[config.mk]
export PLATFORM = sky130hd
export DESIGN_NAME = sad_unit
export DESIGN_NICKNAME = d
export VERILOG_FILES = /design/src/hdl/sad_pkg.sv /design/src/hdl/lau_pkg.sv /design/src/hdl/sad_unit.sv /design/src/hdl/sad_accumulator.sv /design/src/hdl/sad_lane.sv /design/src/hdl/abs_val.sv /design/src/hdl/prefix_and.sv
export SDC_FILE = /design/constraint.sdc
export NUM_CORES = 1
export LEC_CHECK = 0
export BUFFER_PORTS_ARGS = -buffer_cell sky130_fd_sc_hd__buf_2
export CAP_MARGIN = 20
export CORE_MARGIN = 2
export CORE_UTILIZATION = 46
export DETAILED_ROUTE_END_ITERATION = 16
export PLACE_DENSITY = 0.67
export SLEW_MARGIN = 25
export SYNTH_ARGS = -nofsm -noshare
export SYNTH_HDL_FRONTEND = slang
export SYNTH_SLANG_ARGS = --single-unit
[constraint.sdc]
create_clock -name clk -period 4.72 [get_ports clk]
set_input_delay 0.236 -clock clk [delete_from_list [all_inputs] [get_ports clk]]
set_output_delay 0.236 -clock clk [all_outputs]
set_load 0.03 [all_outputs]
[src/hdl/sad_pkg.sv]
//~~~~~~~~~~~~~~~~~~~~~~~~~~~~~~~~~~~~~~~~~~~~~~~~~~~~~~~~~~~~~~~~~~~~~~~~~~
// Widths and payload types of the SAD datapath.
// Pixels are unsigned PIX_W bits. Lane 0 sits in the low bits of an item.
// SUM_W covers LANES * 255 * MAX_BLOCK. Longer blocks wrap modulo 2**SUM_W.
// The accumulator adder tree is written for LANES = 4.
//~~~~~~~~~~~~~~~~~~~~~~~~~~~~~~~~~~~~~~~~~~~~~~~~~~~~~~~~~~~~~~~~~~~~~~~~~~
`default_nettype none

package sad_pkg;

	localparam int PIX_W     = 8;          // Unsigned pixel
	localparam int DIFF_W    = PIX_W + 1;  // Signed cur minus ref
	localparam int LANES     = 4;          // Pixel pairs per item
	localparam int MAX_BLOCK = 16;         // Longest block free of wrap

	// Enough bits for a full block of worst-case lanes
	localparam int SUM_W = $clog2(LANES * (2**PIX_W - 1) * MAX_BLOCK + 1);

	// One pixel pair, current block against candidate
	typedef struct packed {
		logic [PIX_W-1:0] cur;      // Current frame
		logic [PIX_W-1:0] ref_pix;  // Reference frame
	} pix_pair_t;

	// One input item, all lanes side by side
	typedef struct packed {
		pix_pair_t [LANES-1:0] pair;
	} sad_item_t;

	// Registered lane magnitudes, one per lane
	typedef logic [LANES-1:0][PIX_W-1:0] mag_vec_t;

endpackage

`default_nettype wire

[src/hdl/lau_pkg.sv]
//~~~~~~~~~~~~~~~~~~~~~~~~~~~~~~~~~~~~~~~~~~~~~~~~~~~~~~~~~~~~~~~~~~~~~~~~~~
// Arithmetic library helpers shared by the prefix-based blocks.
// speed_e picks the prefix structure. Encoding 2'b11 is not defined.
// log2floor is for elaboration and testbench sizing and expects n >= 1.
// It returns -1 for n <= 0, and p overflows for n near 2**31.
//~~~~~~~~~~~~~~~~~~~~~~~~~~~~~~~~~~~~~~~~~~~~~~~~~~~~~~~~~~~~~~~~~~~~~~~~~~
`default_nettype none

package lau_pkg;

	typedef enum logic [1:0] {
		SLOW   = 2'b00,  // Serial chain
		MEDIUM = 2'b01,  // Brent-Kung
		FAST   = 2'b10   // Sklansky
	} speed_e;

	// Floor of log2 of a positive n
	function automatic int log2floor(input int n);
		int m;
		int p;
		m = -1;
		p = 1;
		while (p <= n) begin
			m++;
			p = p * 2;  // Next power of two
		end
		return m;
	endfunction

endpackage

`default_nettype wire
[src/hdl/sad_unit.sv]
//~~~~~~~~~~~~~~~~~~~~~~~~~~~~~~~~~~~~~~~~~~~~~~~~~~~~~~~~~~~~~~~~~~~~~~~~~~
// SAD unit top. Four lanes feed one block accumulator.
// No handshake and no stall. An item is taken every cycle in_valid is high.
// in_first and in_last count only with in_valid. A one-item block sets both.
// out_valid follows the sampled last item by exactly 2 cycles.
//~~~~~~~~~~~~~~~~~~~~~~~~~~~~~~~~~~~~~~~~~~~~~~~~~~~~~~~~~~~~~~~~~~~~~~~~~~
`timescale 1ns/1ps
`default_nettype none

module sad_unit import lau_pkg::*, sad_pkg::*; #(
	parameter speed_e speed = FAST  // Prefix structure of the lanes
) (
	input  logic             clk,
	input  logic             rst,
	input  logic             in_valid,
	input  logic             in_first,
	input  logic             in_last,
	input  sad_item_t        in_item,
	output logic             out_valid,
	output logic [SUM_W-1:0] out_sad
);

	mag_vec_t mags;       // Lane stage outputs
	logic     mag_valid;  // Strobes delayed to match the lanes
	logic     mag_first;
	logic     mag_last;

	for (genvar g = 0; g < LANES; g++) begin : g_lane
		sad_lane #(
			.speed (speed)
		) u_lane (
			.clk  (clk),
			.rst  (rst),
			.pair (in_item.pair[g]),
			.mag  (mags[g])
		);
	end

	// Same stage as the lane registers
	always_ff @(posedge clk) begin
		if (rst) begin
			mag_valid <= 1'b0;
			mag_first <= 1'b0;
			mag_last  <= 1'b0;
		end else begin
			mag_valid <= in_valid;
			mag_first <= in_first;
			mag_last  <= in_last;
		end
	end

	sad_accumulator u_acc (
		.clk       (clk),
		.rst       (rst),
		.mag_valid (mag_valid),
		.mag_first (mag_first),
		.mag_last  (mag_last),
		.mags      (mags),
		.out_valid (out_valid),
		.out_sad   (out_sad)
	);

endmodule

`default_nettype wire

[src/hdl/sad_accumulator.sv]
//~~~~~~~~~~~~~~~~~~~~~~~~~~~~~~~~~~~~~~~~~~~~~~~~~~~~~~~~~~~~~~~~~~~~~~~~~~
// Sums the lane magnitudes and accumulates them over a block.
// A valid first item restarts the total. Items with valid low are ignored.
// A valid last item pulses out_valid one cycle later with the block total.
// out_sad holds until the next pulse. Totals wrap modulo 2**SUM_W.
// The adder tree assumes LANES = 4.
//~~~~~~~~~~~~~~~~~~~~~~~~~~~~~~~~~~~~~~~~~~~~~~~~~~~~~~~~~~~~~~~~~~~~~~~~~~
`timescale 1ns/1ps
`default_nettype none

module sad_accumulator import sad_pkg::*; (
	input  logic             clk,
	input  logic             rst,
	input  logic             mag_valid,  // Item present
	input  logic             mag_first,  // Starts a block
	input  logic             mag_last,   // Ends a block
	input  mag_vec_t         mags,
	output logic             out_valid,  // One-cycle pulse per block
	output logic [SUM_W-1:0] out_sad     // Block total
);

	logic [LANES/2-1:0][PIX_W:0] pair_sum;    // Tree level one
	logic [PIX_W+1:0]            item_sum;    // Tree level two
	logic [SUM_W-1:0]            total;       // Running block total
	logic [SUM_W-1:0]            next_total;

	// Neighbouring lanes pairwise
	for (genvar g = 0; g < LANES/2; g++) begin : g_pair
		assign pair_sum[g] = {1'b0, mags[2*g]} + {1'b0, mags[2*g+1]};
	end

	assign item_sum = {1'b0, pair_sum[0]} + {1'b0, pair_sum[1]};

	// First item loads, later items add
	assign next_total = mag_first ? SUM_W'(item_sum) : total + SUM_W'(item_sum);

	always_ff @(posedge clk) begin
		if (rst) begin
			total     <= '0;
			out_valid <= 1'b0;
			out_sad   <= '0;
		end else begin
			out_valid <= mag_valid & mag_last;
			if (mag_valid) begin
				total <= next_total;
				if (mag_last) begin
					out_sad <= next_total;  // Includes the last item
				end
			end
		end
	end

endmodule

`default_nettype wire

[src/hdl/sad_lane.sv]
//~~~~~~~~~~~~~~~~~~~~~~~~~~~~~~~~~~~~~~~~~~~~~~~~~~~~~~~~~~~~~~~~~~~~~~~~~~
// One SAD lane. Registers |cur - ref| one cycle after the pair arrives.
// The difference is DIFF_W bits signed, so its magnitude fits PIX_W bits.
// No valid input, the register loads every cycle.
//~~~~~~~~~~~~~~~~~~~~~~~~~~~~~~~~~~~~~~~~~~~~~~~~~~~~~~~~~~~~~~~~~~~~~~~~~~
`timescale 1ns/1ps
`default_nettype none

module sad_lane import lau_pkg::*, sad_pkg::*; #(
	parameter speed_e speed = FAST  // Prefix structure inside abs_val
) (
	input  logic             clk,
	input  logic             rst,
	input  pix_pair_t        pair,  // Current and reference pixel
	output logic [PIX_W-1:0] mag    // Registered magnitude
);

	logic [DIFF_W-1:0] diff;      // cur - ref, two's complement
	logic [DIFF_W-1:0] abs_diff;  // Top bit always zero here

	// Zero-extend both so the borrow lands in the sign bit
	assign diff = {1'b0, pair.cur} - {1'b0, pair.ref_pix};

	abs_val #(
		.width (DIFF_W),
		.speed (speed)
	) u_abs (
		.a (diff),
		.z (abs_diff)
	);

	always_ff @(posedge clk) begin
		if (rst) begin
			mag <= '0;
		end else begin
			mag <= abs_diff[PIX_W-1:0];  // At most 255
		end
	end

endmodule

`default_nettype wire

[src/hdl/abs_val.sv]
//~~~~~~~~~~~~~~~~~~~~~~~~~~~~~~~~~~~~~~~~~~~~~~~~~~~~~~~~~~~~~~~~~~~~~~~~~~
// Absolute value of a two's-complement word.
// Negation is invert plus one, the increment done by a prefix AND.
// The most negative input comes back unchanged.
//~~~~~~~~~~~~~~~~~~~~~~~~~~~~~~~~~~~~~~~~~~~~~~~~~~~~~~~~~~~~~~~~~~~~~~~~~~
`timescale 1ns/1ps
`default_nettype none

module abs_val import lau_pkg::*; #(
	parameter int     width = 8,    // Word width
	parameter speed_e speed = FAST  // Prefix structure
) (
	input  logic [width-1:0] a,  // Signed operand
	output logic [width-1:0] z   // Magnitude
);

	logic           neg;  // Sign doubles as negation enable
	logic [width:0] inv;  // Conditionally inverted a, carry-in at bit 0
	logic [width:0] pre;  // Running AND of carry-in and low bits

	assign neg = a[width-1];
	assign inv = {a ^ {width{neg}}, neg};

	prefix_and #(
		.width (width + 1),
		.speed (speed)
	) u_prefix (
		.pi (inv),
		.po (pre)
	);

	// Bit flips where all bits below it and the carry-in are one
	assign z = inv[width:1] ^ pre[width-1:0];

endmodule

`default_nettype wire

[src/hdl/prefix_and.sv]
//~~~~~~~~~~~~~~~~~~~~~~~~~~~~~~~~~~~~~~~~~~~~~~~~~~~~~~~~~~~~~~~~~~~~~~~~~~
// Prefix AND. po[i] is the AND of pi[0] through pi[i].
// FAST is Sklansky with depth clog2(width) and high fan-out.
// MEDIUM is Brent-Kung with depth 2*clog2(width)-1 and fewer cells.
// SLOW is a serial chain of width-1 gates.
// All three give the same function. Purely combinational.
//~~~~~~~~~~~~~~~~~~~~~~~~~~~~~~~~~~~~~~~~~~~~~~~~~~~~~~~~~~~~~~~~~~~~~~~~~~
`timescale 1ns/1ps
`default_nettype none

module prefix_and import lau_pkg::*; #(
	parameter int     width = 8,    // Word width
	parameter speed_e speed = FAST  // Prefix structure
) (
	input  logic [width-1:0] pi,  // Propagate in
	output logic [width-1:0] po   // Prefix AND out
);

	localparam int m = $clog2(width);  // Levels of the log tree

	if (speed == FAST) begin : g_sklansky
		wire [width-1:0] t [0:m];  // Row l is the word after level l

		assign t[0] = pi;
		for (genvar l = 1; l <= m; l++) begin : g_level
			localparam int half = 2**(l-1);  // Half group size
			for (genvar i = 0; i < width; i++) begin : g_bit
				// Upper half of each group takes the lower half's top bit
				if ((i / half) % 2 == 1) begin : g_black
					assign t[l][i] = t[l-1][i]
						& t[l-1][(i / (2*half)) * (2*half) + half - 1];
				end else begin : g_white
					assign t[l][i] = t[l-1][i];  // Pass through
				end
			end
		end
		assign po = t[m];
	end else if (speed == MEDIUM) begin : g_brent_kung
		localparam int last = (m == 0) ? 0 : 2*m - 1;  // Final row

		wire [width-1:0] t [0:last];

		assign t[0] = pi;

		// Up-sweep builds group prefixes at positions 2**k*j - 1
		for (genvar l = 1; l <= m; l++) begin : g_up
			localparam int half = 2**(l-1);
			for (genvar i = 0; i < width; i++) begin : g_bit
				if ((i + 1) % (2*half) == 0) begin : g_black
					assign t[l][i] = t[l-1][i] & t[l-1][i-half];
				end else begin : g_white
					assign t[l][i] = t[l-1][i];
				end
			end
		end

		// Down-sweep fills in the positions the up-sweep skipped
		for (genvar d = m + 1; d <= last; d++) begin : g_down
			localparam int half = 2**(2*m - d - 1);  // Shrinks to 1
			for (genvar i = 0; i < width; i++) begin : g_bit
				if (((i + 1) % (2*half) == half) && (i >= 2*half)) begin : g_black
					assign t[d][i] = t[d-1][i] & t[d-1][i-half];  // Left neighbour done
				end else begin : g_white
					assign t[d][i] = t[d-1][i];
				end
			end
		end
		assign po = t[last];
	end else begin : g_serial
		wire [width-1:0] t;  // Ripple chain

		assign t[0] = pi[0];
		for (genvar i = 1; i < width; i++) begin : g_bit
			assign t[i] = t[i-1] & pi[i];
		end
		assign po = t;
	end

endmodule

`default_nettype wire

==> impl_results.md <==
- Relative slew slack: between 30% and 40%
- Slew Viols, Final: 0
- Commonest non-fill, non-tap cell in the layout: inv_1
- GP Congestion: roughly 0.94
- IO Pins: 84
- Reg2reg end: u_acc.total[13]
- Reg-to-reg slack, setup: 0.29 ns
- H-Tree Depth: 3
- Clock latency on the worst-skew pair: about 0.33 ns
- CTS root buffer: clkbuf_16
- Pwr dens: 559 nW/µm²
- Gr usage total: 17.9%
- Synthesized cell area: 5360 µm²
- Initial antenna violation count: 0
- Die Y: 112 µm
- Post-DR wirelength/cell: approximately 12 µm
- Final min period: 4.43 ns
- CTS tree: done
- Die X: 112 µm
- First-pass GRT wire length: 19100 µm
- Synth area leader: dfxtp_1
- Initial Utilization: 47.1%
- Final period util: between 90% and 100%
- DPL Wire Length: 8300 µm
- Vias in the first global route: 4462
- DRC violation total after the first TritonRoute iteration: 166
- Post-Syn Area per Cell: 8.41 µm²
- Yosys top cell area share: a little under a quarter
- Max Cap Violations: 0
- Drt drc: 0
- Via count: 4399
- Core area: 11400 µm²
- P_leak: 2.94 nW
- Pre-antenna DRT Iters: 4
- Worst Hold Slack: 0.119 ns
- Design area: 6200 µm²
- Total routed wirelength: 10500 µm
- Number of synthesized register bits: between 60 and 70
- Slew of the pin with the lowest slew margin: 0.932 ns
- Asr flop ratio synth: 0%
- Synth warn: 0
- CP Class: reg -> reg
- Worst setup EP type: register
- Synth Instances: 637
- CTS max path bufs: 2
- Startpoint Class: register
- FF-to-FF Start: g_lane[0].u_lane.mag[1]
- Min-delay src: in_last
- Clock Pin Slew Worst Setup and Hold Paths: 0.06 ns
- Fin cells: 863
- Status: completed
- Hold-critical path depth: 2
- Worst Hold Class: in -> reg
- Vias/cell: 5.10
- Distinct cells, synth: 61
- Cells after DPL: 847
- Clock buffer count from CTS: 9
- Syn-to-layout area delta: 15.8%
- Post-CTS setup buffers: 0
- Top cells by area, synth: dfxtp_1 (24%), ha_1 (14%), fa_1 (7.8%)
- Antenna-violating nets left: 0
- Final #Nets: just under 900
- Placed instance area: 5890 µm²
- Critical path required time: 4.97 ns
- WHS Endpoint: mag_last
- N_diodes: 0
- Clock Sinks: 64
- Mapped Nets: 788
- Final setup viols: 0
- Fin. Hold Viols: 0
- Number of port buffers: 83
- Worst-case reg-to-reg path depth: 18
- Achievable Freq: between 200 and 250 MHz
- Pin count of the biggest net entering global routing: 59
- Cell Rows: 39
- Crit path DAT: approximately 4.7 ns
- Dominant synthesized flop cell: dfxtp_1
- Max VDD drop: 0.000384 V
- CP Max Fanout: 4
- Fraction of layout cells with a size suffix above 1: 17.9%
- Die area: 12500 µm²
- Seq/Total Area, Yosys: a little under a quarter
- RSZ-0062 raised after global routing: true
- Most frequent cells in the layout: inv_1 (85), buf_2 (83), nor2_1 (65)
- Gr ovfl total: 0
- Final setup skew: 0.00418 ns
- Post-synth EDFFs: 0
==> through the flow <==
| step | utilization [%] | total power [mW] | TNS (ns) | setup slack, ns |
|---|---|---|---|---|
| finish | 54.6 | 3.47 | 0 | 0.287 |
| global route | 54.6 | 3.81 | -0.0100 | -0.0100 |
| CTS | 54.5 | 3.47 | 0 | 0.268 |
| detailed placement | 51.8 | 2.77 | 0 | 0.286 |
| global placement | 51.8 | 2.71 | 0 | 0.365 |
| floorplan | - | 2.39 | 0 | 0.585 |
==> kinds of logic (layout without fill, tap and decap cells) <==
logic type | count (synthesis) | count (layout) | synth area share, %
flops | 64 | 64 | 23.9
xor+xnor | 58 | 58 | 9.48
compound gates | 147 | 147 | 18.5
buf+inv | 103 | 186 | 7.31
simple gates | 170 | 170 | 16.2
mux | 13 | 13 | 2.48
fa+ha+maj | 82 | 82 | 22.1
==> layer usage <==
| layer | GRT usage (%) | up-vias | share of wire [%] |
|---|---|---|---|
| met2 | 31.8 | 70 | 48 |
| met5 | 0 | - | 0 |
| met4 | 6.50 | 0 | 2.0 |
| met3 | 2.45 | 17 | 3.2 |
| met1 | 22.2 | 1995 | 47 |
| li1 | - | 2317 | - |
==> timing repair <==
action                                  in CTS  in global routing
hold buffers                                 0                  0
gates resized for setup                      0                  2
endpoints found under the setup margin       0                  3
==> cells in the mapped netlist, types with 16 or more instances <==
master,number
a211oi_1,17
ha_1,61
xnor2_1,40
dfxtp_1,64
nor2b_1,16
o21ai_0,28
fa_1,21
a21oi_1,35
nor2_1,65
nand2_1,24
xor2_1,18
inv_1,85
==> worst max path at each step <==
stage	to	from	slack (ns)	cells past startpoint
6_report	u_acc.total[13]	g_lane[0].u_lane.mag[1]	0.29	18
2_1_floorplan	u_acc.total[12]	g_lane[0].u_lane.mag[1]	0.59	17
5_1_grt	u_acc.total[13]	g_lane[0].u_lane.mag[1]	-0.01	18
3_3_place_gp	u_acc.total[12]	g_lane[0].u_lane.mag[1]	0.36	17
4_1_cts	u_acc.total[10]	g_lane[0].u_lane.mag[1]	0.27	17
3_5_place_dp	u_acc.total[10]	g_lane[0].u_lane.mag[1]	0.29	17
==> cell type report <==
class                      instances  area, µm²
fill                            1040       5170
multi-input combinational        470       3690
clock buffer                      10        239
clock inverter                     6       67.6
sequential                        64       1280
tap                              143        179
timing repair buffer              84        423
inverter                          86        323
==> where the power goes <==
group	internal (mW)	total [mW]	switching [mW]
Combinational	0.934	2.13	1.19
Clock	0.424	0.670	0.246
Sequential	0.626	0.671	0.0453
==> worst max-delay path, cell delays in order (launching register included) <==
cell and delay [ns]:
dfxtp_1 0.30, inv_1 0.05, fa_1 0.52, inv_1 0.05, fa_1 0.45, ha_1 0.24
fa_1 0.40, a21o_1 0.17, a21oi_1 0.21, o21ai_0 0.17, nor4_1 0.26, nor2_1 0.08
ha_1 0.35, nand3_1 0.11, o22ai_1 0.15, a211o_1 0.15, nand4_1 0.15, or3_1 0.38
a31oi_1 0.16
==> registers in the layout, summed over array words and instances, names as in the netlist <==
| name | cells |
|---|---|
| g_lane.u_lane.mag | 32 |
| u_acc.out_sad | 14 |
| u_acc.total | 14 |
| mag_first | 1 |
| mag_last | 1 |
| mag_valid | 1 |
| u_acc.out_valid | 1 |
No activity file was read; power rests on OpenSTA's default activity.
